===== config.mk =====
export PLATFORM = sky130hd
export DESIGN_NAME = plru_tree
export DESIGN_NICKNAME = d
export VERILOG_FILES = /design/src/logic/icache_pkg.sv /design/src/logic/plru_tree.sv
export SDC_FILE = /design/constraint.sdc
export NUM_CORES = 1
export LEC_CHECK = 0
export ABC_AREA = 1
export BUFFER_PORTS_ARGS = -buffer_cell sky130_fd_sc_hd__buf_2
export CORE_ASPECT_RATIO = 1.1
export CORE_MARGIN = 1.5
export CORE_UTILIZATION = 50
export CTS_CLUSTER_SIZE = 24
export DETAILED_ROUTE_END_ITERATION = 7
export PLACE_DENSITY_LB_ADDON = 0.2
export SLEW_MARGIN = 15
export SYNTH_ARGS = -nofsm -noshare
export SYNTH_HDL_FRONTEND = slang
export SYNTH_SLANG_ARGS = --single-unit

===== constraint.sdc =====
create_clock -name clk_g -period 2 [get_ports clk_g]
set_input_delay 0.6 -clock clk_g [delete_from_list [all_inputs] [get_ports clk_g]]
set_output_delay 0.6 -clock clk_g [all_outputs]
set_load 0.01 [all_outputs]

===== src/logic/icache_pkg.sv =====
package icache_pkg;

    ////////////////////////////////////////
    // address split and cache geometry
    ////////////////////////////////////////

    localparam int ADDR_W         = 32;
    localparam int TAG_W          = 24;
    localparam int INDEX_W        = 4;
    localparam int OFFSET_W       = 4;              // byte within a line
    localparam int SETS           = 16;
    localparam int WAYS           = 4;
    localparam int WAY_W          = 2;
    localparam int WORD_W         = 32;             // one instruction
    localparam int WORDS_PER_LINE = 4;
    localparam int LINE_W         = WORDS_PER_LINE * WORD_W;

    ////////////////////////////////////////
    // controller state encodings
    ////////////////////////////////////////

    localparam logic [2:0] ST_IDLE        = 3'd0;  // waiting for a fetch
    localparam logic [2:0] ST_LOOKUP      = 3'd1;  // tags valid, hit or miss known
    localparam logic [2:0] ST_REFILL_REQ  = 3'd2;  // line address presented
    localparam logic [2:0] ST_REFILL_WAIT = 3'd3;  // waiting for the line
    localparam logic [2:0] ST_RESPOND     = 3'd4;  // instruction held for the fetch side

    // field view of a fetch address
    typedef struct packed {
        logic [TAG_W-1:0]   tag;
        logic [INDEX_W-1:0] index;
        logic [1:0]         word_sel;              // word within the line
        logic [1:0]         byte_sel;
    } fetch_fields_t;

    // same address seen as a flat word or as its fields
    typedef union packed {
        logic [ADDR_W-1:0] word;
        fetch_fields_t     fld;
    } fetch_addr_u;

endpackage


===== src/logic/plru_tree.sv =====
`timescale 1ns/1ns

module plru_tree import icache_pkg::*; (
    input  logic                clk_g,
    input  logic                arst_n,
    input  logic                touch,
    input  logic [INDEX_W-1:0]  touch_index,
    input  logic [WAY_W-1:0]    touch_way,
    output logic [WAY_W-1:0]    victim_way
);

    // one tree per set
    logic [SETS-1:0] root_bit;                          // 1 points at ways 0-1
    logic [SETS-1:0] left_bit;                          // 1 points at way 0
    logic [SETS-1:0] right_bit;                         // 1 points at way 2

    ////////////////////////////////////////
    // victim walk
    ////////////////////////////////////////

    always_comb begin
        if (root_bit[touch_index]) begin
            victim_way = left_bit[touch_index] ? 2'd0 : 2'd1;
        end else begin
            victim_way = right_bit[touch_index] ? 2'd2 : 2'd3;
        end
    end

    ////////////////////////////////////////
    // update, bits on the path turn away
    ////////////////////////////////////////

    always_ff @(posedge clk_g or negedge arst_n) begin
        if (!arst_n) begin
            root_bit  <= '0;
            left_bit  <= '0;
            right_bit <= '0;
        end else if (touch) begin
            if (touch_way[1]) begin                     // ways 2-3 used
                root_bit[touch_index]  <= 1'b1;
                right_bit[touch_index] <= touch_way[0]; // way 3 used, point at 2
            end else begin                              // ways 0-1 used
                root_bit[touch_index]  <= 1'b0;
                left_bit[touch_index]  <= touch_way[0]; // way 1 used, point at 0
            end
        end
    end

endmodule


==> flow_metrics.tcl <==
set metrics [dict create \
    syn_to_final_growth_pct 22.3 \
    clock_skew_ps 0 \
    period_minus_slack_ps 2190 \
    fillers 505 \
    leakagePower_nw 1.77 \
    detailedRoute.firstIterationViolations 177 \
    final_cell_mix "nand2_1 (158), inv_1 (60), dfrtp_1 (48), nand2_2 (33), o21ai_0 (25)" \
    p_sw_mw 0.852 \
    worst_ep_required_time_ps 1400 \
    dr.pass1.iters 4 \
    relSlewSlack_pct 66.5 \
    place_ws_ps -331 \
    power.density_mw_per_mm2 801 \
    ys_seq_area_share_pct 44.0 \
    crit_path_end_kind "primary output" \
    cts_max_level 2 \
    fp.dieW_microns 73.5 \
    timing.final.ws_setup_ps -191 \
    crit_path_top_delay_cell "buf_16" \
    crit_family "simple AND/OR/NAND/NOR gates" \
    cts.path.max_buffers 2 \
    hold-worst-slack_ps 228 \
    status "finished with violations" \
    drtAntennaViolNets 0 \
    crit_arrival_ps 1590 \
    clk-insertion-delay-late_ps 300 \
    die_height_microns 80.5 \
    fmax_mhz 456 \
    io_pins 11 \
    grt_pass1_wl_microns 11500 \
    die_area_sq_mm 0.00592 \
    switching_share_pct 31.8 \
    clock_sinks 48 \
    antenna_found_initial 0 \
    routed_via_density 4.84 \
    crit_path_max_incr_delay_ps 140 \
    synth_cell_types 19 \
    cts_tree "built" \
    ys_warn_count 0 \
    fin_crit_sh_pct 110 \
    maxUsedRoutingLayer "met4" \
    cp_num_buf_inv 4 \
    path_clk_slew_ps 90 \
    pwr-share-comb_pct 26.6 \
    drive_above_1_share_pct 23.5 \
    initial_core_util_pct 51.3 \
    crit_fanout 7 \
    vdd_drop_max_v 0.000353 \
    cp_cell_sequence "buf_16 -> buf_8 -> nand2_4 -> nand2_2 -> nand2_2 -> nand2_1 -> nand2_1 -> nand2_1 -> inv_1 -> nand2_1 -> nand2_2 -> nand2_2 -> buf_6" \
    wl_met3_microns 375 \
    fin_tns_setup_ps -296 \
    grt_overflow_total 0 \
    wl_met2_microns 3300 \
    rows 28 \
    synth.cell_area_sq_mm 0.00273 \
    ys_ff_latch 48 \
    cp-start-kind "input pin" \
    criticalPathCategory "input pin to primary output" \
    failed_checks "negative setup slack" \
    syn_nets 414 \
    power.internal_mw 1.82 \
    hold_viol 0 \
    drv_cap 0 \
    gp_congestion 0.865 \
    tightest_slew_ps 501 \
    grt_usage_pct 25.6 \
    synthCells 405 \
    drc_errors 0 \
    hpwlAfterDp_microns 4460 \
    numPortBuffers 10 \
    core-area_sq_mm 0.00533 \
    drt_wl_total_microns 6990 \
    setup_violations 2 \
    synth.avg_cell_area_sq_um 6.74 \
    slew_viol_final 0 \
    met1_length_microns 3050 \
    wire_per_inst_microns 13.6 \
    grt_pass1_vias 2412 \
    rsz0062_at_grt "true" \
    final_common_cell "nand2_1" \
    vias 2488 \
    final_nets 447 \
    grt_max_degree 31 \
    p_clk_share_pct 26.3 \
    holdCritPathClass "input pin to async pin" \
    pwr-share-seq_pct 47.1 \
    antenna_cells 0 \
    cts_buffers 5 \
    root_buffer "clkbuf_8" \
]
worst register-to-register path, cell delays in order, from the launching register on:
cell     delay (ps)
dfrtp_1         390
a21oi_1         110
a31oi_1          60
per-layer routing:
metal	GRT usage [%]	vias to the layer above
met5	0	-
met4	11.5	0
met3	4.02	22
met2	42.2	69
met1	32.5	1121
li1	-	1276
synthesized netlist by cell type (all sizes together):
| master | number | area [sq um] |
|---|---|---|
| nand2 | 194 | 738 |
| inv | 69 | 264 |
| dfrtp | 48 | 1200 |
| o21ai | 41 | 205 |
| nor2 | 25 | 144 |
| buf | 8 | 77.6 |
| a21oi | 7 | 35.0 |
| a31oi | 6 | 37.5 |
| clkbuf | 5 | 18.8 |
| nand3 | 1 | 5.00 |
| nor3 | 1 | 5.00 |
layout make-up:
| class | count | area, sq um | area share (%) |
|---|---|---|---|
| Clock inverter | 2 | 35.0 | 1.05 |
| Timing Repair Buffer | 36 | 360 | 10.8 |
| Inverter | 69 | 274 | 8.20 |
| Sequential cell | 48 | 1200 | 36.0 |
| Multi-Input combinational cell | 275 | 1270 | 38.0 |
| Clock buffer | 6 | 72.6 | 2.17 |
| Tap cell | 75 | 93.8 | 2.81 |
| Timing Repair inverter | 3 | 33.8 | 1.01 |
metrics by stage:
stage	area (sq um)	utilization, %	std cells	power, mW
2_1_floorplan	2740	-	405	1.70
3_3_place_gp	2930	55.0	496	1.85
3_5_place_dp	2930	55.0	496	1.87
4_1_cts	3240	60.8	511	2.63
5_1_grt	3340	62.7	514	2.85
6_report	3340	62.7	514	2.68
path summary, 6_finish.rpt:
| kind | from | to | slack [ps] | cells past startpoint |
|---|---|---|---|---|
| worst max-delay path | touch_index[0] | victim_way[0] | -190 | 13 |
| worst min-delay path | arst_n | async pin | 230 | 1 |
| worst max register to register | left_bit[7] | left_bit[7] | 1290 | 2 |
| worst min register to register | right_bit[0] | right_bit[0] | 500 | 2 |
| max in group asynchronous | arst_n | left_bit[8] | 1200 | 2 |
| min in group clk_g | right_bit[0] | right_bit[0] | 500 | 2 |
power groups by stage:
stage,Combinational [mW],Sequential (mW),Clock (mW)
3_3_place_gp,0.582,1.27,0
3_5_place_dp,0.592,1.27,0
4_1_cts,0.653,1.26,0.714
2_1_floorplan,0.444,1.25,0
5_1_grt,0.819,1.28,0.754
6_report,0.711,1.26,0.704
kinds of logic (layout without fill, tap and decap cells):
logic type	Yosys count	in the layout	share of synthesized area, %
flops	48	48	44.0
simple gates	221	221	32.7
buf+inv	82	116	13.2
compound gates	54	54	10.2
what timing repair did:
item,CTS,global route
buffers inserted,2,2
endpoints found under the setup margin,2,2
pin swaps,21,26
gates resized for setup,28,32
hold buffers,0,0
cloned,5,1
(Power assumes the default switching activity.)
