==> src/logic/icache_pkg.sv <==
package icache_pkg;

    ////////////////////////////////////////
    // address split and cache geometry
    ////////////////////////////////////////

    localparam int ADDR_W         = 32;
    localparam int TAG_W          = 24;
    localparam int INDEX_W        = 4;
    localparam int OFFSET_W       = 4;              // byte within a line
    localparam int SETS           = 16;
    localparam int WAYS           = 4;
    localparam int WAY_W          = 2;
    localparam int WORD_W         = 32;             // one instruction
    localparam int WORDS_PER_LINE = 4;
    localparam int LINE_W         = WORDS_PER_LINE * WORD_W;

    ////////////////////////////////////////
    // controller state encodings
    ////////////////////////////////////////

    localparam logic [2:0] ST_IDLE        = 3'd0;  // waiting for a fetch
    localparam logic [2:0] ST_LOOKUP      = 3'd1;  // tags valid, hit or miss known
    localparam logic [2:0] ST_REFILL_REQ  = 3'd2;  // line address presented
    localparam logic [2:0] ST_REFILL_WAIT = 3'd3;  // waiting for the line
    localparam logic [2:0] ST_RESPOND     = 3'd4;  // instruction held for the fetch side

    // field view of a fetch address
    typedef struct packed {
        logic [TAG_W-1:0]   tag;
        logic [INDEX_W-1:0] index;
        logic [1:0]         word_sel;              // word within the line
        logic [1:0]         byte_sel;
    } fetch_fields_t;

    // same address seen as a flat word or as its fields
    typedef union packed {
        logic [ADDR_W-1:0] word;
        fetch_fields_t     fld;
    } fetch_addr_u;

endpackage

==> src/logic/way_access_if.sv <==
`timescale 1ns/1ns

interface way_access_if import icache_pkg::*; ();

    // lookup side
    logic                rd_en;
    logic [INDEX_W-1:0]  rd_index;
    logic [TAG_W-1:0]    cmp_tag;

    // refill side
    logic                wr_en;
    logic [WAY_W-1:0]    wr_way;
    logic [INDEX_W-1:0]  wr_index;
    logic [TAG_W-1:0]    wr_tag;
    logic [LINE_W-1:0]   wr_line;

    // compare results
    logic                hit;
    logic [WAY_W-1:0]    hit_way;
    logic [LINE_W-1:0]   hit_line;

    modport ctrl (
        output rd_en, rd_index, cmp_tag,
        output wr_en, wr_way, wr_index, wr_tag, wr_line,
        input  hit, hit_way, hit_line
    );

    modport store (
        input  rd_en, rd_index, cmp_tag,
        input  wr_en, wr_way, wr_index, wr_tag, wr_line,
        output hit, hit_way, hit_line
    );

endinterface

==> src/logic/icache_ctrl.sv <==
`timescale 1ns/1ns

module icache_ctrl import icache_pkg::*; (
    input  logic                clk_g,
    input  logic                arst_n,
    input  logic                req_valid,
    output logic                req_ready,
    input  logic [ADDR_W-1:0]   req_addr,
    output logic                resp_valid,
    input  logic                resp_ready,
    output logic [WORD_W-1:0]   resp_inst,
    output logic                mem_req_valid,
    input  logic                mem_req_ready,
    output logic [ADDR_W-1:0]   mem_req_addr,
    input  logic                mem_resp_valid,
    input  logic [LINE_W-1:0]   mem_resp_line,
    output logic                touch,
    output logic [INDEX_W-1:0]  touch_index,
    output logic [WAY_W-1:0]    touch_way,
    input  logic [WAY_W-1:0]    victim_way,
    way_access_if.ctrl          ways
);

    logic [2:0]         state;
    logic [2:0]         state_nxt;
    fetch_addr_u        req_in;
    fetch_addr_u        req_q;                          // accepted fetch
    logic [WAY_W-1:0]   victim_q;                       // way chosen at the miss
    logic [WORD_W-1:0]  inst_q;
    logic [WORD_W-1:0]  hit_word;
    logic [WORD_W-1:0]  fill_word;
    logic               accept;
    logic               lookup_hit;
    logic               lookup_miss;
    logic               fill_done;

    function automatic logic [WORD_W-1:0] sel_word(input logic [LINE_W-1:0] line,
                                                   input logic [1:0]        sel);
        logic [WORD_W-1:0] w;
        w = '0;
        for (int k = 0; k < WORDS_PER_LINE; k++) begin
            if (int'(sel) == k) begin
                w = line[k*WORD_W +: WORD_W];
            end
        end
        return w;
    endfunction

    assign req_in      = req_addr;
    assign accept      = req_valid && req_ready;
    assign lookup_hit  = (state == ST_LOOKUP) && ways.hit;
    assign lookup_miss = (state == ST_LOOKUP) && !ways.hit;
    assign fill_done   = (state == ST_REFILL_WAIT) && mem_resp_valid;

    assign hit_word    = sel_word(ways.hit_line, req_q.fld.word_sel);
    assign fill_word   = sel_word(mem_resp_line, req_q.fld.word_sel);

    ////////////////////////////////////////
    // way storage access
    ////////////////////////////////////////

    assign ways.rd_en    = accept;                      // read lands with LOOKUP
    assign ways.rd_index = req_in.fld.index;
    assign ways.cmp_tag  = req_q.fld.tag;
    assign ways.wr_en    = fill_done;
    assign ways.wr_way   = victim_q;
    assign ways.wr_index = req_q.fld.index;
    assign ways.wr_tag   = req_q.fld.tag;
    assign ways.wr_line  = mem_resp_line;

    assign touch       = lookup_hit || fill_done;
    assign touch_index = req_q.fld.index;
    assign touch_way   = (state == ST_LOOKUP) ? ways.hit_way : victim_q;

    ////////////////////////////////////////
    // handshakes
    ////////////////////////////////////////

    assign req_ready     = (state == ST_IDLE);
    assign resp_valid    = lookup_hit || (state == ST_RESPOND);
    assign resp_inst     = (state == ST_RESPOND) ? inst_q : hit_word;
    assign mem_req_valid = lookup_miss || (state == ST_REFILL_REQ);
    assign mem_req_addr  = {req_q.fld.tag, req_q.fld.index, {OFFSET_W{1'b0}}};

    always_comb begin
        state_nxt = state;
        case (state)
            ST_IDLE: begin
                if (accept) state_nxt = ST_LOOKUP;
            end
            ST_LOOKUP: begin
                if (ways.hit) begin
                    state_nxt = resp_ready ? ST_IDLE : ST_RESPOND;
                end else begin
                    state_nxt = mem_req_ready ? ST_REFILL_WAIT : ST_REFILL_REQ;
                end
            end
            ST_REFILL_REQ: begin
                if (mem_req_ready) state_nxt = ST_REFILL_WAIT;
            end
            ST_REFILL_WAIT: begin
                if (mem_resp_valid) state_nxt = ST_RESPOND;
            end
            ST_RESPOND: begin
                if (resp_ready) state_nxt = ST_IDLE;
            end
            default: state_nxt = ST_IDLE;
        endcase
    end

    always_ff @(posedge clk_g or negedge arst_n) begin
        if (!arst_n) begin
            state <= ST_IDLE;
        end else begin
            state <= state_nxt;
        end
    end

    // request, victim and instruction hold registers
    always_ff @(posedge clk_g) begin
        if (accept) req_q <= req_in;
        if (lookup_miss) victim_q <= victim_way;
        if (lookup_hit) begin
            inst_q <= hit_word;                         // kept if resp_ready is low
        end else if (fill_done) begin
            inst_q <= fill_word;
        end
    end

endmodule

==> src/flat_wrapper.sv <==
// flat-port wrapper written by rule: the top's interface ports become plain ports
module icache_ctrl_flat import icache_pkg::*;
  (clk_g, arst_n, req_valid, req_ready, req_addr, resp_valid, resp_ready, resp_inst, mem_req_valid, mem_req_ready, mem_req_addr, mem_resp_valid, mem_resp_line, touch, touch_index, touch_way, victim_way, ways_rd_en, ways_rd_index, ways_cmp_tag, ways_wr_en, ways_wr_way, ways_wr_index, ways_wr_tag, ways_wr_line, ways_hit, ways_hit_way, ways_hit_line);
  way_access_if ways_i ();
  input  logic clk_g;
  input  logic arst_n;
  input  logic req_valid;
  output logic req_ready;
  input  logic [ADDR_W-1:0] req_addr;
  output logic resp_valid;
  input  logic resp_ready;
  output logic [WORD_W-1:0] resp_inst;
  output logic mem_req_valid;
  input  logic mem_req_ready;
  output logic [ADDR_W-1:0] mem_req_addr;
  input  logic mem_resp_valid;
  input  logic [LINE_W-1:0] mem_resp_line;
  output logic touch;
  output logic [INDEX_W-1:0] touch_index;
  output logic [WAY_W-1:0] touch_way;
  input  logic [WAY_W-1:0] victim_way;
  output wire logic [$bits(ways_i.rd_en)-1:0] ways_rd_en;
  output wire logic [$bits(ways_i.rd_index)-1:0] ways_rd_index;
  output wire logic [$bits(ways_i.cmp_tag)-1:0] ways_cmp_tag;
  output wire logic [$bits(ways_i.wr_en)-1:0] ways_wr_en;
  output wire logic [$bits(ways_i.wr_way)-1:0] ways_wr_way;
  output wire logic [$bits(ways_i.wr_index)-1:0] ways_wr_index;
  output wire logic [$bits(ways_i.wr_tag)-1:0] ways_wr_tag;
  output wire logic [$bits(ways_i.wr_line)-1:0] ways_wr_line;
  input wire logic [$bits(ways_i.hit)-1:0] ways_hit;
  input wire logic [$bits(ways_i.hit_way)-1:0] ways_hit_way;
  input wire logic [$bits(ways_i.hit_line)-1:0] ways_hit_line;
  assign ways_rd_en = ways_i.rd_en;
  assign ways_rd_index = ways_i.rd_index;
  assign ways_cmp_tag = ways_i.cmp_tag;
  assign ways_wr_en = ways_i.wr_en;
  assign ways_wr_way = ways_i.wr_way;
  assign ways_wr_index = ways_i.wr_index;
  assign ways_wr_tag = ways_i.wr_tag;
  assign ways_wr_line = ways_i.wr_line;
  assign ways_i.hit = ways_hit;
  assign ways_i.hit_way = ways_hit_way;
  assign ways_i.hit_line = ways_hit_line;
  icache_ctrl u_core (.clk_g(clk_g), .arst_n(arst_n), .req_valid(req_valid), .req_ready(req_ready), .req_addr(req_addr), .resp_valid(resp_valid), .resp_ready(resp_ready), .resp_inst(resp_inst), .mem_req_valid(mem_req_valid), .mem_req_ready(mem_req_ready), .mem_req_addr(mem_req_addr), .mem_resp_valid(mem_resp_valid), .mem_resp_line(mem_resp_line), .touch(touch), .touch_index(touch_index), .touch_way(touch_way), .victim_way(victim_way), .ways(ways_i));
endmodule
==> config.mk <==
export PLATFORM = sky130hd
export DESIGN_NAME = icache_ctrl_flat
export DESIGN_NICKNAME = d
export VERILOG_FILES = /design/src/logic/icache_pkg.sv /design/src/logic/way_access_if.sv /design/src/logic/icache_ctrl.sv /design/src/flat_wrapper.sv
export SDC_FILE = /design/constraint.sdc
export NUM_CORES = 1
export LEC_CHECK = 0
export BUFFER_PORTS_ARGS = -buffer_cell sky130_fd_sc_hd__buf_2
export CAP_MARGIN = 5
export CORE_AREA = 2 2 217 219
export CTS_BUF_LIST = sky130_fd_sc_hd__clkbuf_4
export CTS_CLUSTER_DIAMETER = 30
export DETAILED_ROUTE_END_ITERATION = 10
export DIE_AREA = 0 0 219 221
export GPL_ROUTABILITY_DRIVEN = 1
export PLACE_DENSITY = 0.35
export SLEW_MARGIN = 10
export SYNTH_ARGS = -nofsm -noshare
export SYNTH_HDL_FRONTEND = slang
export SYNTH_SLANG_ARGS = --single-unit
==> constraint.sdc <==
create_clock -name clk_g -period 3.75 [get_ports clk_g]
set_input_delay 0.75 -clock clk_g [delete_from_list [all_inputs] [get_ports clk_g]]
set_output_delay 0.75 -clock clk_g [all_outputs]
set_load 0.01 [all_outputs]
==> flow_metrics.tcl, run 1 <==
set metrics [dict create \
    holdWs_ps 324 \
    rsz0062_at_grt "false" \
    cp.arrival_ps 2600 \
    path_max_fanout 43 \
    clkTransAtPathRegs_ps 170 \
    tightest_slew_ps 567 \
    dieArea_sq_um 48400 \
    drc_errors 0 \
    final_nets 1104 \
    dp_hpwl_microns 20000 \
    clock-sinks 67 \
    finalSetupTns_ps 0 \
    maxSlewHeadroom 0.622 \
    max_freq_mhz 298 \
    synth_top_area_share 0.310 \
    grt_max_degree 44 \
    synth_ff_type "edfxtp_1" \
    grt_pass1_wl_microns 32600 \
    synthArstFlopShare 0.0448 \
    worst_setup_path_end_kind "primary output" \
    die_y_microns 221 \
    place_ws_ps 951 \
    fill_cells 5116 \
    synth_seq_cells 67 \
    slew_viol_final 0 \
    grt_usage 0.0972 \
    worst-setup-path-type "reg -> out" \
    clock_path_buffers 2 \
    finalHoldViolCount 0 \
    tritoncts.num_buffers 9 \
    clkLatencyLatePin_ps 590 \
    io_buffers 554 \
    antenna_found_initial 5 \
    yosysUniqueCellTypes 28 \
    synth-edff-count 64 \
    register_area_sq_um 2000 \
    p_total_mw 3.87 \
    min_period_over_period 0.894 \
    drv_cap 0 \
    area_growth_pct 32.3 \
    power.leakage_nw 3.72 \
    start_util 0.135 \
    grt_pass1_vias 4938 \
    clockRootBuffer "clkbuf_4" \
    cts_tree "yes" \
    required_ps 3000 \
    layout-drive-gt1-share 0.884 \
    ir_drop_mv 0.236 \
    rows 79 \
    finalWeightedCongestion 0.786 \
    place_inst 1400 \
    syn_inst 467 \
    yosysSeqAreaShare 0.322 \
    hold_path.class "in -> reg" \
    multi_input_area_sq_um 2380 \
    min_period_ps 3350 \
    ctsResizeCount 0 \
    netlist_area_sq_um 6200 \
    finClkSkew_ps 41.8 \
    fp.coreArea_sq_um 46100 \
    ant_nets 0 \
    wire_per_inst_microns 17.2 \
    p_per_area_nw_per_um2 471 \
    status "finished, final reports clean" \
    postRouteWirelength_microns 24400 \
    firstDrtPassIters 4 \
    ys_warn_count 0 \
    viasPerCell 3.45 \
    netlist_top_cells_area "edfxtp_1 (31%), buf_4 (27%), mux4_2 (23%)" \
    crit_path_start_kind "flip-flop" \
    vias 4906 \
    grt_overflow 0 \
    netlist.top_cell.by_area "edfxtp_1" \
    setup_slack_ps 396 \
    htreeDepth 3 \
    finalNonFillerCells 1421 \
    drt_iter0_markers 123 \
    setup_viol 0 \
    die_w_microns 219 \
    io_pins 561 \
    avgSynthCellArea_sq_um 13.3 \
]
logic make-up after synthesis:
kind of cell,Yosys count,synth area share
AOI/OAI and AO/OA,7,0.00727
other,1,0.000605
DFF,67,0.322
muxes,131,0.354
buffers and inverters,244,0.297
and+or+nand+nor,17,0.0190
sequential cells by signal, indices dropped and copies added, names as in the netlist:
signal	flops
u_core.ways.wr_way	2
u_core.req_q	30
u_core.state	3
u_core.inst_q	32
cell usage after synthesis (all sizes together) (2+ instances only):
cell type,number
a211oi,2
a21oi,2
buf,237
clkbuf,5
dfrtp,3
edfxtp,64
inv,2
mux2,66
mux4,64
nand2,3
nand2b,2
nor2,4
nor3,2
nor3b,3
area by class of cell:
cell class / instances / share of cell area
well taps: 607 / 0.0926
diodes: 4 / 0.00122
repair buffers: 566 / 0.353
inverters: 2 / 0.000916
clock inverters: 7 / 0.0102
clock buffers: 9 / 0.00824
multi-input cells: 159 / 0.291
flip-flops and latches: 67 / 0.244
per-layer routing:
| layer | wire, microns | track usage | vias up |
|---|---|---|---|
| met5 | 0 | 0 | - |
| met4 | 510 | 0.0401 | 0 |
| met3 | 1860 | 0.0265 | 17 |
| met2 | 13500 | 0.191 | 339 |
| met1 | 8490 | 0.0935 | 2351 |
| li1 | - | - | 2199 |
worst max-delay path: stages, from the launching register on:
cell and delay, ps:
edfxtp_1 420, buf_12 330, buf_4 270, mux4_2 530, mux2_2 290, buf_2 150
report_power, final:
| group | switching, mW | internal, mW | total, mW |
|---|---|---|---|
| Clock | 0.401 | 0.213 | 0.614 |
| Combinational | 1.04 | 0.980 | 2.02 |
| Sequential | 0.125 | 1.11 | 1.23 |
worst paths after layout:
kind,startpoint,to,slack (ps),cells past startpoint
max,u_core.req_q[2],resp_inst[6],400,5
min,req_addr[31],u_core.req_q[31],320,1
max reg2reg,u_core.state[0],u_core.inst_q[3],1390,4
min reg2reg,u_core.state[2],u_core.state[0],640,1
max in group asynchronous,arst_n,u_core.state[1],3130,2
min in group asynchronous,arst_n,u_core.state[2],480,2
placed cells by master (no fill, tap or decap), types with 3 or more instances in the layout:
cell type / n
buf_2: 554
buf_4: 9
clkbuf_4: 9
conb_1: 4
dfrtp_1: 3
diode_2: 4
edfxtp_1: 64
mux2_2: 66
mux4_2: 64
nor2_1: 4
timing repair:
item                                   in CTS  in global routing
setup endpoints to repair                   0                  0
setup buffers                               0                  0
hold buffers                                1                  0
endpoints found under the hold margin       3                  0
through the flow:
stage          instance area [sq um]  utilization
2_1_floorplan                   6210            -
3_3_place_gp                    8030        0.174
3_5_place_dp                    8030        0.174
4_1_cts                         8190        0.178
5_1_grt                         8200        0.178
6_report                        8200        0.178
Power figures use the tool's default switching activity.
==> run 2, diff against run 1 <==
--- a/config.mk
+++ b/config.mk
@@ -5,13 +5,14 @@
 export SDC_FILE = /design/constraint.sdc
 export NUM_CORES = 1
 export LEC_CHECK = 0
+export ABC_AREA = 1
 export BUFFER_PORTS_ARGS = -buffer_cell sky130_fd_sc_hd__buf_2
 export CAP_MARGIN = 5
-export CORE_AREA = 2 2 217 219
+export CORE_AREA = 2 2 218 220
 export CTS_BUF_LIST = sky130_fd_sc_hd__clkbuf_4
 export CTS_CLUSTER_DIAMETER = 30
 export DETAILED_ROUTE_END_ITERATION = 10
-export DIE_AREA = 0 0 219 221
+export DIE_AREA = 0 0 220 222
 export GPL_ROUTABILITY_DRIVEN = 1
 export PLACE_DENSITY = 0.35
 export SLEW_MARGIN = 10
==> flow_metrics.tcl, run 2 <==
set metrics [dict create \
    fp.coreArea_sq_um 46300 \
    ant_nets 0 \
    tightest_slew_ps 797 \
    multi_input_area_sq_um 2620 \
    hold_path.class "in -> reg" \
    cts_setup_buffers 0 \
    clkTransAtPathRegs_ps 170 \
    start_util 0.140 \
    die_y_microns 222 \
    r2r-end "u_core.inst_q[8]" \
    worst_setup_path_end_kind "primary output" \
    die_w_microns 220 \
    synth_ff_type "edfxtp_1" \
    io_pins 561 \
    status "finished, final reports clean" \
    grt_pass1_wl_microns 43400 \
    finalNonFillerCells 1851 \
    cts-hold-fix-buffers 1 \
    finalWeightedCongestion 0.818 \
    yosysUniqueCellTypes 18 \
    cp.arrival_ps 2500 \
    place_ws_ps 935 \
    holdPathStages 1 \
    dp_hpwl_microns 25000 \
    min_period_over_period 0.868 \
    holdWs_ps 348 \
    htreeDepth 3 \
    setup_viol 0 \
    synth_common_cells "nand2_1 (257), buf_4 (223), nand3_1 (155)" \
    grt_overflow 0 \
    rsz0062_at_grt "false" \
    clkLatencyLatePin_ps 560 \
    postRouteWirelength_microns 31700 \
    maxSlewHeadroom 0.467 \
    p_total_mw 4.52 \
    avgSynthCellArea_sq_um 7.09 \
    tritoncts.num_buffers 9 \
    drv_cap 0 \
    path_max_fanout 20 \
    rows 79 \
    regMostFlops "u_core.inst_q" \
    place_inst 1829 \
    final_common_cell "buf_2" \
    finalHoldViolCount 0 \
    netlist_top_cells_area "edfxtp_1 (30%), buf_4 (26%), nand2_1 (15%)" \
    worstHoldStart "victim_way[0]" \
    yosysMostFrequentCell "nand2_1" \
    finClkSkew_ps 27.8 \
    syn_inst 911 \
    wire_per_inst_microns 17.1 \
    synth_top_area_share 0.298 \
    viasPerCell 3.79 \
    cpPeakStageDelay_ps 600 \
    crit_path_start_kind "flip-flop" \
    p_per_area_nw_per_um2 530 \
    drc_errors 0 \
    clock_path_buffers 2 \
    worst-setup-path-type "reg -> out" \
    holdPathEnd "u_core.ways.wr_way[0]" \
    synth-edff-count 64 \
    final_nets 1533 \
    firstDrtPassIters 4 \
    power.leakage_nw 4.29 \
    clockRootBuffer "clkbuf_4" \
    drt_iter0_markers 253 \
    fill_cells 5327 \
    io_buffers 554 \
    required_ps 3000 \
    ys_warn_count 0 \
    rr_startpoint "u_core.state[2]" \
    netlist.top_cell.by_area "edfxtp_1" \
    ctsResizeCount 0 \
    rrSetupSlack_ps 1550 \
    max_freq_mhz 307 \
    cts_tree "yes" \
    min_period_ps 3250 \
    synthArstFlopShare 0.0448 \
    grt_pass1_vias 6878 \
    critPathBufInv 2 \
    ir_drop_mv 0.323 \
    antenna_found_initial 3 \
    grt_max_degree 43 \
    vias 7023 \
    finalSetupTns_ps 0 \
    reg2regPathDepth 6 \
    slew_viol_final 0 \
    synth_seq_cells 67 \
    register_area_sq_um 2000 \
    grt_usage 0.123 \
    setup_slack_ps 496 \
    netlist_area_sq_um 6460 \
    clock-sinks 67 \
    yosysSeqAreaShare 0.309 \
    layout-drive-gt1-share 0.521 \
    dieArea_sq_um 48800 \
    largest_register_ffs 32 \
    crit_family "simple AND/OR/NAND/NOR gates" \
    area_growth_pct 32.0 \
    final_cell_mix "buf_2 (554), nand2_1 (256), nand3_1 (155), o21ai_0 (66), edfxtp_1 (64)" \
    worstPathCellList "inv_2, nor2_4, nand2_1, nand3_1, nand3_1, nand2_1, buf_2" \
    reg_top3 "u_core.inst_q (32), u_core.req_q (30), u_core.state (3)" \
    cpMaxStageDelayCell "nor2_4" \
]
[run 2: report_power, final]
| part | switching [mW] | total (mW) | internal, mW |
|---|---|---|---|
| Sequential | 0.126 | 1.27 | 1.14 |
| Combinational | 1.75 | 2.65 | 0.904 |
| Clock | 0.389 | 0.601 | 0.213 |
| Total | 2.26 | 4.52 | 2.26 |
[run 2: final cells by class]
cell class / instances / area share
tap: 607 / 0.0891
clock buffer: 9 / 0.00793
timing repair buffer: 573 / 0.345
antenna: 5 / 0.00147
clock inverter: 7 / 0.00969
inverter: 12 / 0.00528
sequential: 67 / 0.234
multi-input combinational: 571 / 0.307
[run 2: worst max-delay path by stage]
stage	start	end	slack, ps	cells after the start
3_5_place_dp	u_core.req_q[2]	resp_inst[6]	940	7
6_report	u_core.req_q[2]	resp_inst[6]	500	7
2_1_floorplan	mem_resp_valid	touch	610	2
5_1_grt	u_core.req_q[2]	resp_inst[2]	150	7
3_3_place_gp	u_core.req_q[2]	resp_inst[6]	910	7
4_1_cts	u_core.req_q[2]	resp_inst[6]	200	7
[run 2: routing by layer]
layer | share of wire | global-route usage | vias to the layer above
li1 | - | - | 3416
met1 | 0.39 | 0.131 | 3230
met2 | 0.53 | 0.235 | 351
met3 | 0.071 | 0.0350 | 24
met4 | 0.016 | 0.0281 | 2
met5 | 0.00038 | 0 | -
[run 2: per-stage QoR]
stage	cell area, sq um	utilization
floorplan	6470	-
global placement	8350	0.181
detailed placement	8350	0.181
CTS	8510	0.184
global route	8520	0.184
finish	8520	0.184
[run 2: logic make-up after synthesis]
logic type | after synthesis | share of synthesized area
other | 1 | 0.000581
AOI/OAI and AO/OA | 67 | 0.0519
buffers and inverters | 276 | 0.293
and+or+nand+nor | 500 | 0.345
DFF | 67 | 0.309
